===== src/logic/intercom_pkg.sv =====
`default_nettype none

package intercom_pkg;

  // Offset-binary audio, 128 is silence
  typedef logic [7:0] audio_sample_t;

  localparam audio_sample_t audio_midpoint = 8'd128; // Silence level
  localparam audio_sample_t gate_threshold = 8'd64;  // Voice distance from midpoint

  // Selected transmit effect, cycled by the effect button
  typedef enum logic [2:0] {
    NORMAL  = 3'd0,
    ECHO    = 3'd1,
    TREMOLO = 3'd2,
    REVERB  = 3'd3,
    SOFT    = 3'd4
  } effect_sel_t;

  // Link direction of the unit
  typedef enum logic {
    LIST = 1'b0, // Speaker path open
    TALK = 1'b1  // Microphone path open
  } link_state_t;

  localparam int gate_hold_cycles = 16; // Quiet cycles before a gated talk ends

  typedef logic [4:0] hold_count_t; // Counts up to gate_hold_cycles

  // User settings kept by the button block
  typedef struct packed {
    logic        mute_on;    // Speaker muted
    logic        gate_on;    // Voice-operated talk enabled
    effect_sel_t effect_sel; // Current effect
  } control_flags_t;

  // Audio level judgements
  typedef struct packed {
    logic voice_detected; // Mic beyond gate threshold, registered
    logic spk_active;     // Speaker not silent, combinational
  } activity_t;

endpackage

`default_nettype wire

===== src/logic/intercom_ctrl.sv =====
`timescale 1ns/10ps
`default_nettype none

module intercom_ctrl
  import intercom_pkg::*;
(
  input  wire           clk,
  input  wire           rst,
  input  audio_sample_t mic_aud,        // Microphone stream
  input  audio_sample_t spk_aud,        // Speaker stream
  input  wire           ptt_en,         // Push-to-talk
  input  wire           ng_btn,         // Noise gate button
  input  wire           effect_btn,     // Effect button
  input  wire           mute_btn,       // Mute button
  output logic          vol_en,
  output logic          effect_en,
  output effect_sel_t   current_effect
);

  activity_t      activity;
  control_flags_t flags;

  audio_activity u_audio_activity (
    .clk      (clk),
    .rst      (rst),
    .mic_aud  (mic_aud),
    .spk_aud  (spk_aud),
    .activity (activity)
  );

  button_toggles u_button_toggles (
    .clk        (clk),
    .rst        (rst),
    .ng_btn     (ng_btn),
    .effect_btn (effect_btn),
    .mute_btn   (mute_btn),
    .spk_active (activity.spk_active), // Clears the gate toggle
    .flags      (flags)
  );

  talk_arbiter u_talk_arbiter (
    .clk       (clk),
    .rst       (rst),
    .ptt_en    (ptt_en),
    .flags     (flags),
    .activity  (activity),
    .vol_en    (vol_en),
    .effect_en (effect_en)
  );

  assign current_effect = flags.effect_sel;

endmodule

`default_nettype wire


===== src/logic/talk_arbiter.sv =====
`timescale 1ns/10ps
`default_nettype none

module talk_arbiter
  import intercom_pkg::*;
(
  input  wire            clk,
  input  wire            rst,
  input  wire            ptt_en,    // Push-to-talk level
  input  control_flags_t flags,
  input  activity_t      activity,
  output logic           vol_en,    // Speaker path enable
  output logic           effect_en  // Transmit effect enable
);

  link_state_t state;
  link_state_t state_next;
  hold_count_t hold_cnt;      // Quiet cycles while gated
  hold_count_t hold_cnt_next;
  logic        hold_done;     // This quiet cycle ends the hold

  assign hold_done = (hold_cnt == hold_count_t'(gate_hold_cycles - 1));

  always_comb begin
    state_next    = state;
    hold_cnt_next = '0;
    case (state)
      LIST: begin
        if (activity.spk_active) begin
          state_next = LIST; // Receive has priority
        end else if (ptt_en || (flags.gate_on && activity.voice_detected)) begin
          state_next = TALK;
        end
      end
      TALK: begin
        if (activity.spk_active) begin
          state_next = LIST;
        end else if (ptt_en) begin
          state_next = TALK;
        end else if (flags.gate_on) begin
          if (activity.voice_detected) begin
            hold_cnt_next = '0; // Voice restarts the hold
          end else if (hold_done) begin
            state_next = LIST;
          end else begin
            hold_cnt_next = hold_cnt + 1'b1;
          end
        end else begin
          state_next = LIST; // Nothing keeps the link open
        end
      end
      default: begin
        state_next = LIST;
      end
    endcase
  end

  always_ff @(posedge clk, posedge rst) begin
    if (rst) begin
      state    <= LIST;
      hold_cnt <= '0;
    end else begin
      state    <= state_next;
      hold_cnt <= hold_cnt_next;
    end
  end

  // Moore outputs
  always_comb begin
    vol_en    = 1'b0;
    effect_en = 1'b0;
    case (state)
      LIST: begin
        vol_en = ~flags.mute_on;
      end
      TALK: begin
        effect_en = 1'b1;
      end
      default: begin
        vol_en    = 1'b0;
        effect_en = 1'b0;
      end
    endcase
  end

endmodule

`default_nettype wire


===== src/logic/button_toggles.sv =====
`timescale 1ns/10ps
`default_nettype none

module button_toggles
  import intercom_pkg::*;
(
  input  wire            clk,
  input  wire            rst,
  input  wire            ng_btn,     // Noise gate button
  input  wire            effect_btn, // Effect step button
  input  wire            mute_btn,   // Mute button
  input  wire            spk_active, // Far end talking
  output control_flags_t flags
);

  // Bit 2 noise gate, bit 1 effect, bit 0 mute
  logic [2:0] btn_new;    // Newer register stage
  logic [2:0] btn_old;    // Older register stage
  logic [2:0] btn_rise;   // Newer high, older low
  logic [2:0] press_q;    // One pulse per press

  logic ng_press;
  logic effect_press;
  logic mute_press;

  logic        mute_q;
  logic        gate_q;
  effect_sel_t effect_q;
  effect_sel_t effect_next;

  always_ff @(posedge clk, posedge rst) begin
    if (rst) begin
      btn_new <= '0;
      btn_old <= '0;
      press_q <= '0;
    end else begin
      btn_new <= {ng_btn, effect_btn, mute_btn};
      btn_old <= btn_new;
      press_q <= btn_rise; // Takes effect one edge later
    end
  end

  assign btn_rise = btn_new & ~btn_old;

  assign ng_press     = press_q[2];
  assign effect_press = press_q[1];
  assign mute_press   = press_q[0];

  // Mute and gate toggles
  always_ff @(posedge clk, posedge rst) begin
    if (rst) begin
      mute_q <= 1'b0;
      gate_q <= 1'b0;
    end else begin
      if (mute_press) begin
        mute_q <= ~mute_q;
      end
      if (spk_active) begin
        gate_q <= 1'b0; // Far end speech wins over the gate
      end else if (ng_press) begin
        gate_q <= ~gate_q;
      end
    end
  end

  // Effect selection walks the list and wraps
  always_comb begin
    effect_next = effect_q;
    if (effect_press) begin
      case (effect_q)
        NORMAL:  effect_next = ECHO;
        ECHO:    effect_next = TREMOLO;
        TREMOLO: effect_next = REVERB;
        REVERB:  effect_next = SOFT;
        SOFT:    effect_next = NORMAL;
        default: effect_next = NORMAL;
      endcase
    end
  end

  always_ff @(posedge clk, posedge rst) begin
    if (rst) begin
      effect_q <= NORMAL;
    end else begin
      effect_q <= effect_next;
    end
  end

  assign flags = '{
    mute_on:    mute_q,
    gate_on:    gate_q,
    effect_sel: effect_q
  };

endmodule

`default_nettype wire


===== src/logic/audio_activity.sv =====
`timescale 1ns/10ps
`default_nettype none

module audio_activity
  import intercom_pkg::*;
(
  input  wire           clk,
  input  wire           rst,
  input  audio_sample_t mic_aud,  // Transmit side sample
  input  audio_sample_t spk_aud,  // Receive side sample
  output activity_t     activity
);

  logic voice_next;   // Mic level beyond the band this cycle
  logic voice_q;      // Registered voice flag
  logic spk_active;   // Speaker carries audio

  // Voice lies outside the band around the midpoint, on either side
  always_comb begin
    if (mic_aud >= audio_midpoint) begin
      voice_next = (mic_aud >= audio_midpoint + gate_threshold); // 192 and up
    end else begin
      voice_next = (mic_aud <= audio_midpoint - gate_threshold); // 64 and down
    end
  end

  always_ff @(posedge clk, posedge rst) begin
    if (rst) begin
      voice_q <= 1'b0;
    end else begin
      voice_q <= voice_next;
    end
  end

  // Any sample off the midpoint means the far end is speaking
  assign spk_active = (spk_aud != audio_midpoint);

  assign activity = '{
    voice_detected: voice_q,
    spk_active:     spk_active
  };

endmodule

`default_nettype wire


===== config.mk =====
export PLATFORM = sky130hd
export DESIGN_NAME = intercom_ctrl
export DESIGN_NICKNAME = d
export VERILOG_FILES = /design/src/logic/intercom_pkg.sv /design/src/logic/intercom_ctrl.sv /design/src/logic/talk_arbiter.sv /design/src/logic/button_toggles.sv /design/src/logic/audio_activity.sv
export SDC_FILE = /design/constraint.sdc
export NUM_CORES = 1
export LEC_CHECK = 0
export ABC_AREA = 1
export BUFFER_PORTS_ARGS = -buffer_cell sky130_fd_sc_hd__clkbuf_2
export CAP_MARGIN = 20
export CORE_MARGIN = 2
export CORE_UTILIZATION = 40
export CTS_CLUSTER_DIAMETER = 30
export CTS_CLUSTER_SIZE = 40
export DETAILED_ROUTE_END_ITERATION = 8
export PLACE_DENSITY = 0.76
export SYNTH_ARGS = -nofsm -noshare
export SYNTH_HDL_FRONTEND = slang
export SYNTH_HIERARCHICAL = 1
export SYNTH_SLANG_ARGS = --single-unit

===== constraint.sdc =====
create_clock -name clk -period 1 [get_ports clk]
set_input_delay 0.2 -clock clk [delete_from_list [all_inputs] [get_ports clk]]
set_output_delay 0.2 -clock clk [all_outputs]
set_load 0.01 [all_outputs]

==> out/qor.json, run 1 <==
{
  "clock_skew": {"value": 3.646, "unit": "ps"},
  "leading_cell_type_in_the_layout_fill_and_taps_excluded": {"value": "clkbuf_2"},
  "fillers": {"value": 207},
  "grt_start_max_net_pins": {"value": 15},
  "synth_compound_gate_area_share": {"value": 1.111, "unit": "%"},
  "synth_cell_types": {"value": 15},
  "num-nets-final": {"value": 164},
  "synth_fa_ha_area_share": {"value": 1.389, "unit": "%"},
  "path_class": {"value": "reg -> out"},
  "antenna_cells": {"value": 0},
  "regArea": {"value": 525.5, "unit": "um2"},
  "die_x_extent": {"value": 51.46, "unit": "um"},
  "slew_viol_final": {"value": 0},
  "area_used_by_multi_input_combinational_logic": {"value": 282.8, "unit": "um2"},
  "crit_required": {"value": 800, "unit": "ps"},
  "cts-buffers-inserted": {"value": 3},
  "area_delta_synth_final": {"value": 31.67, "unit": "%"},
  "regToRegStartpoint": {"value": "u_talk_arbiter/hold_cnt[1]$_DFF_PP0_"},
  "synthXorXnorAreaFrac": {"value": 2.917, "unit": "%"},
  "reg2reg_depth": {"value": 4},
  "dpl-instance-area": {"value": 0.001046, "unit": "mm2"},
  "path_max_fanout": {"value": 3},
  "outcome": {"value": "finished, violations left"},
  "fp.dieArea": {"value": 0.002648, "unit": "mm2"},
  "std_cell_rows": {"value": 17},
  "final.setup.tns": {"value": -342.8, "unit": "ps"},
  "p_per_area": {"value": 1542, "unit": "mW/mm2"},
  "clock_tree_from_tritoncts": {"value": "yes"},
  "setup_viol": {"value": 10},
  "failed_checks": {"value": "setup timing"},
  "max_slew_margin_vs_limit": {"value": 65.12, "unit": "%"},
  "synth_top_area_share": {"value": 58.33, "unit": "%"},
  "post-dp-hpwl": {"value": 1077, "unit": "um"},
  "max-vdd-ir-drop": {"value": 0.0009044, "unit": "V"},
  "synth_simple_gate_area_share": {"value": 23.75, "unit": "%"},
  "worstReg2RegEnd": {"value": "u_talk_arbiter/hold_cnt[0]$_DFF_PP0_"},
  "route.detailed.drc": {"value": 0},
  "cts.clk_slew.worst_paths": {"value": 100, "unit": "ps"},
  "worst-r2r-setup-slack": {"value": -50, "unit": "ps"},
  "initial_antenna_violation_count": {"value": 0},
  "post-route-period-util": {"value": 111.7, "unit": "%"},
  "grt_first_pass_wirelength": {"value": 2628, "unit": "um"},
  "ys_seq_area_share": {"value": 58.33, "unit": "%"},
  "clk-insertion-delay-late": {"value": 290, "unit": "ps"},
  "syn_area": {"value": 900.9, "unit": "um2"},
  "drt-total-wl": {"value": 1447, "unit": "um"},
  "fin_ws": {"value": -117.1, "unit": "ps"},
  "synth-seq-cells": {"value": 21},
  "post_route_cells_drive_above_1_share": {"value": 32.86, "unit": "%"},
  "detail_route.first_pass.iterations": {"value": 3},
  "floorplan.die.height": {"value": 51.46, "unit": "um"},
  "min_to": {"value": "u_talk_arbiter/state$_DFF_PP0_"},
  "clock_sink_count": {"value": 21},
  "synth_nets": {"value": 125},
  "combinational_family_with_the_most_area_after_synthesis": {"value": "simple AND/OR/NAND/NOR gates"},
  "viasPerCell": {"value": 4.149},
  "yosys_warnings": {"value": 6},
  "commonest_cells_after_routing_fill_and_taps_aside": {"value": "24 x clkbuf_2, 21 x inv_1, 21 x dfrtp_1"},
  "ant_nets": {"value": 0},
  "layout.cell_area.non_filler": {"value": 0.001186, "unit": "mm2"},
  "top_cells_by_area_synth": {"value": "dfrtp_1 58%, inv_1 9.2%, nand2_1 7.1%, nor2_1 7.1%, nand3_1 3.3%"},
  "globalRoute.totalOverflow": {"value": 0},
  "min_path_type": {"value": "in -> reg"},
  "final_period_minus_worst_setup_slack": {"value": 1117, "unit": "ps"},
  "clock_tree.root_cell": {"value": "clkbuf_4"},
  "cts-root-to-sink-buffers": {"value": 2},
  "avgSynthCellArea": {"value": 8.832, "unit": "um2"},
  "synthesis.instances": {"value": 102},
  "start_kind": {"value": "flop"},
  "synth.largest_area_cell": {"value": "dfrtp_1"},
  "timing_worst_slew_pin_value": {"value": 522.7, "unit": "ps"},
  "clock_tree.htree_level_count": {"value": 1},
  "globalplace.congestion": {"value": 0.6880},
  "num_vias": {"value": 697},
  "cellLeakagePower": {"value": 0.6547, "unit": "nW"},
  "grt.total_usage": {"value": 13.28, "unit": "%"},
  "detail_route.wl_per_cell": {"value": 8.613, "unit": "um"},
  "core": {"value": 0.002170, "unit": "mm2"},
  "worstSetupEndpointType": {"value": "output port"},
  "via_count_of_the_first_global_routing_pass": {"value": 677},
  "effective_utilization_at_floorplan": {"value": 41.52, "unit": "%"},
  "hold_path.startpoint": {"value": "ptt_en"},
  "worst_ep_arrival_time": {"value": 920, "unit": "ps"},
  "final_hold_viol_count": {"value": 0},
  "drt_iter0_markers": {"value": 4},
  "hold_depth": {"value": 3},
  "max_freq": {"value": 895.2, "unit": "MHz"},
  "io_buffers": {"value": 26},
  "unrepaired_setup_endpoints_after_global_routing": {"value": "yes"},
  "synthMuxAreaShare": {"value": 0, "unit": "%"},
  "design.portCount": {"value": 27},
  "max_cap_violations": {"value": 0}
}
[how the worst max path moves through the flow]
stage,from,end,cells after the start
6_report,u_talk_arbiter/state$_DFF_PP0_,vol_en,2
5_1_grt,u_talk_arbiter/state$_DFF_PP0_,vol_en,2
4_1_cts,u_talk_arbiter/state$_DFF_PP0_,vol_en,2
3_5_place_dp,spk_aud[1],u_talk_arbiter/hold_cnt[1]$_DFF_PP0_,6
3_3_place_gp,spk_aud[1],u_talk_arbiter/hold_cnt[1]$_DFF_PP0_,6
2_1_floorplan,u_talk_arbiter/hold_cnt[0]$_DFF_PP0_,u_talk_arbiter/hold_cnt[0]$_DFF_PP0_,4
[registers in the layout, summed over array words and instances (netlist names)]
register and flops:
u_button_toggles/press_q 3, u_audio_activity/voice_q 1, u_button_toggles/btn_old 3, u_button_toggles/gate_q 1
u_button_toggles/mute_q 1, u_talk_arbiter/state 1, u_button_toggles/effect_q 3, u_button_toggles/btn_new 3
u_talk_arbiter/hold_cnt 5
[cells in the mapped netlist]
cell type  instances
xnor2_1            1
a21oi_1            1
nand4_1            4
nor2_1            17
or2_1              1
ha_1               1
dfrtp_1           21
nor2_2             3
nand3_1            6
nand2_1           17
or2_0              1
o21ai_0            1
inv_1             22
xor2_1             2
buf_4              4
[critical path, cell delays in order, from the launching register on]
cell and delay, ps:
dfrtp_1 400, nor2_1 90, buf_2 130
[area by class of cell]
class | instances | area share [%]
Clock buffer | 4 | 2.215
Inverter | 22 | 6.962
Multi-Input combinational cell | 55 | 23.84
Sequential cell | 21 | 44.30
Tap cell | 28 | 2.954
Timing Repair Buffer | 38 | 19.73
[through the flow]
stage | cells | hold WS, ps | power [mW] | util (%) | worst slack (ps)
2_1_floorplan | 102 | -71.29 | 1.211 | - | 26.49
3_3_place_gp | 153 | 54.83 | 1.306 | 48.21 | -27.76
3_5_place_dp | 153 | 55.78 | 1.326 | 48.21 | -83.89
4_1_cts | 167 | 120.0 | 1.826 | 53.69 | -159.0
5_1_grt | 168 | 123.9 | 1.969 | 54.67 | -196.9
6_report | 168 | 132.0 | 1.829 | 54.67 | -117.1
[what timing repair did]
action | CTS | global route
pin swaps | 4 | 7
gates resized for setup | 1 | 8
hold endpoints to repair | 24 | 0
hold buffers | 4 | 0
endpoints found under the setup margin | 9 | 11
setup buffers | 6 | 1
[metal layers]
layer	wire, um	vias to the layer above	part of all wire, %	GRT usage, %
li1	-	378	-	-
met1	624	305	43	15.46
met4	0	0	0	6.579
met5	0	-	0	0
met3	63	0	4.4	2.632
met2	759	14	52	23.08
[where the power goes]
| group | leakage, nW | total [mW] | internal (mW) | switching (mW) |
|---|---|---|---|---|
| clock network | 0.0150 | 0.385 | 0.155 | 0.230 |
| logic | 0.372 | 0.457 | 0.246 | 0.212 |
| registers | 0.267 | 0.987 | 0.940 | 0.0473 |
[cell families (layout without fill, tap and decap cells)]
| group | Yosys count | in the layout |
|---|---|---|
| flops | 21 | 21 |
| buf+inv | 26 | 64 |
| compound gates | 2 | 2 |
| simple gates | 49 | 49 |
| xor+xnor | 3 | 3 |
| fa+ha+maj | 1 | 1 |
Power figures use the tool's default switching activity.
==> inputs of run 2 (changes only) <==
--- a/config.mk
+++ b/config.mk
@@ -9,11 +9,11 @@
 export BUFFER_PORTS_ARGS = -buffer_cell sky130_fd_sc_hd__clkbuf_2
 export CAP_MARGIN = 20
 export CORE_MARGIN = 2
-export CORE_UTILIZATION = 40
+export CORE_UTILIZATION = 44
 export CTS_CLUSTER_DIAMETER = 30
 export CTS_CLUSTER_SIZE = 40
 export DETAILED_ROUTE_END_ITERATION = 8
-export PLACE_DENSITY = 0.76
+export PLACE_DENSITY = 0.82
 export SYNTH_ARGS = -nofsm -noshare
 export SYNTH_HDL_FRONTEND = slang
 export SYNTH_HIERARCHICAL = 1
==> run 2 against run 1 <==
Effect of this change: the flow still finishes with violations (setup timing); register-to-register slack about the same; flip-flop and latch count unchanged; wire length increased by 6.4%; first-iteration DRC count increased by 50%; largest power group unchanged; highest routed layer is now met4.
==> out/qor.json, run 2 (same netlist as run 1, synthesis figures left out) <==
{
  "core": {"value": 0.001942, "unit": "mm2"},
  "start_kind": {"value": "flop"},
  "final_period_minus_worst_setup_slack": {"value": 1131, "unit": "ps"},
  "cts-buffers-inserted": {"value": 3},
  "min_path_type": {"value": "in -> reg"},
  "max_slew_margin_vs_limit": {"value": 65.57, "unit": "%"},
  "antenna_cells": {"value": 0},
  "grt_start_max_net_pins": {"value": 15},
  "delay_of_the_slowest_critical_path_stage": {"value": 410, "unit": "ps"},
  "failed_checks": {"value": "setup timing"},
  "path_max_fanout": {"value": 3},
  "globalRoute.totalOverflow": {"value": 0},
  "num_vias": {"value": 737},
  "area_delta_synth_final": {"value": 33.89, "unit": "%"},
  "placed_cells_incl_taps": {"value": 153},
  "post_route_cells_drive_above_1_share": {"value": 33.33, "unit": "%"},
  "initial_antenna_violation_count": {"value": 0},
  "max-vdd-ir-drop": {"value": 0.001017, "unit": "V"},
  "drt-total-wl": {"value": 1540, "unit": "um"},
  "design.portCount": {"value": 27},
  "cellLeakagePower": {"value": 0.6640, "unit": "nW"},
  "viasPerCell": {"value": 4.387},
  "clk-insertion-delay-late": {"value": 300, "unit": "ps"},
  "final.setup.tns": {"value": -382.7, "unit": "ps"},
  "ant_nets": {"value": 0},
  "io_buffers": {"value": 26},
  "max_freq": {"value": 884.2, "unit": "MHz"},
  "grt_first_pass_wirelength": {"value": 2815, "unit": "um"},
  "post-dp-hpwl": {"value": 1140, "unit": "um"},
  "crit_required": {"value": 800, "unit": "ps"},
  "dpl-instance-area": {"value": 0.001052, "unit": "mm2"},
  "clock_tree.root_cell": {"value": "clkbuf_4"},
  "post-place-ws": {"value": -65.39, "unit": "ps"},
  "max_stage_delay_cell_worst_path": {"value": "dfrtp_1"},
  "setup_viol": {"value": 10},
  "std_cell_rows": {"value": 16},
  "final_hold_viol_count": {"value": 0},
  "grt.total_usage": {"value": 15.43, "unit": "%"},
  "clock_tree.htree_level_count": {"value": 1},
  "drt_iter0_markers": {"value": 6},
  "post-route-period-util": {"value": 113.1, "unit": "%"},
  "via_count_of_the_first_global_routing_pass": {"value": 731},
  "unrepaired_setup_endpoints_after_global_routing": {"value": "yes"},
  "leading_cell_type_in_the_layout_fill_and_taps_excluded": {"value": "clkbuf_2"},
  "area_used_by_multi_input_combinational_logic": {"value": 291.5, "unit": "um2"},
  "clock_tree_from_tritoncts": {"value": "yes"},
  "fin_ws": {"value": -131.0, "unit": "ps"},
  "detail_route.wl_per_cell": {"value": 9.167, "unit": "um"},
  "max_flop_register": {"value": "u_talk_arbiter/hold_cnt"},
  "clock_sink_count": {"value": 21},
  "outcome": {"value": "finished, violations left"},
  "fillers": {"value": 176},
  "worstPathCellList": {"value": "nor2_1 > buf_2"},
  "route.detailed.drc": {"value": 0},
  "worst_ep_arrival_time": {"value": 930, "unit": "ps"},
  "cts-root-to-sink-buffers": {"value": 2},
  "effective_utilization_at_floorplan": {"value": 46.39, "unit": "%"},
  "post_layout_nonfiller_instances": {"value": 168},
  "p_per_area": {"value": 1551, "unit": "mW/mm2"},
  "cts.clk_slew.worst_paths": {"value": 110, "unit": "ps"},
  "timing_worst_slew_pin_value": {"value": 515.9, "unit": "ps"},
  "fp.dieArea": {"value": 0.002426, "unit": "mm2"},
  "die_x_extent": {"value": 49.25, "unit": "um"},
  "regArea": {"value": 525.5, "unit": "um2"},
  "floorplan.die.height": {"value": 49.25, "unit": "um"},
  "num-nets-final": {"value": 165},
  "p_total": {"value": 1.871, "unit": "mW"},
  "max_cap_violations": {"value": 0},
  "path_class": {"value": "reg -> out"},
  "globalplace.congestion": {"value": 0.6879},
  "largest_reg_flops": {"value": 5},
  "slew_viol_final": {"value": 0},
  "worstSetupEndpointType": {"value": "output port"},
  "commonest_cells_after_routing_fill_and_taps_aside": {"value": "24 x clkbuf_2, 21 x inv_1, 21 x dfrtp_1"},
  "clock_skew": {"value": 1.475, "unit": "ps"},
  "detail_route.first_pass.iterations": {"value": 4},
  "layout.cell_area.non_filler": {"value": 0.001206, "unit": "mm2"}
}
-- run 2: changes by cell type in the layout (fill, tap and decap cells not counted), sizes merged --
cell and change:
clkbuf -1, buf +1, clkinv +1
-- run 2: final timing paths --
kind	start	end	slack (ps)	depth (start not counted)
worst max-delay path	u_talk_arbiter/state$_DFF_PP0_	vol_en	-130	2
worst min-delay path	ptt_en	u_talk_arbiter/state$_DFF_PP0_	130	3
worst max register to register	u_talk_arbiter/hold_cnt[0]$_DFF_PP0_	u_talk_arbiter/hold_cnt[3]$_DFF_PP0_	-50	4
worst min register to register	u_button_toggles/btn_new[0]$_DFF_PP0_	u_button_toggles/btn_old[0]$_DFF_PP0_	390	0
max in group asynchronous	rst	u_button_toggles/mute_q$_DFFE_PP0P_	180	3
min in group asynchronous	rst	u_audio_activity/voice_q$_DFF_PP0_	280	3
-- run 2: area by class of cell --
cell class | instances | area share, %
Tap cell | 27 | 2.801
Inverter | 22 | 6.846
Sequential cell | 21 | 43.57
Timing Repair Buffer | 39 | 20.33
Clock buffer | 3 | 1.867
Clock inverter | 1 | 0.4149
Multi-Input combinational cell | 55 | 24.17
-- run 2: timing repair --
item                                    4_1_cts  5_1_grt
pin swaps                                     5        6
hold buffers                                  4        0
endpoints found under the hold margin        24        0
resized for setup                             1        9
endpoints found under the setup margin        9       11
buffers inserted                              6        1
-- run 2: where the power goes --
part | switching [mW] | internal (mW)
combinational | 0.227 | 0.259
clock | 0.244 | 0.149
sequential | 0.0525 | 0.940
-- run 2: per-layer routing --
metal / up-vias / wire (um) / global-route usage [%]
met4: 0 / 38 / 8.571
met5: - / 0 / 0
met2: 15 / 840 / 29.05
li1: 379 / - / -
met3: 5 / 53 / 2.761
met1: 338 / 607 / 15.76
-- run 2: through the flow --
| stage | hold WS [ps] | util [%] |
|---|---|---|
| floorplan | -71.29 | - |
| global placement | 50.59 | 54.19 |
| detailed placement | 54.47 | 54.19 |
| CTS | 114.9 | 60.50 |
| global route | 116.4 | 62.11 |
| finish | 128.1 | 62.11 |
-- run 2: worst max-delay path, delay by kind of cell, from the launching register on --
family	cells	cell delay (ps)
buffers and inverters	1	130
flip-flops	1	410
AND/OR/NAND/NOR	1	90
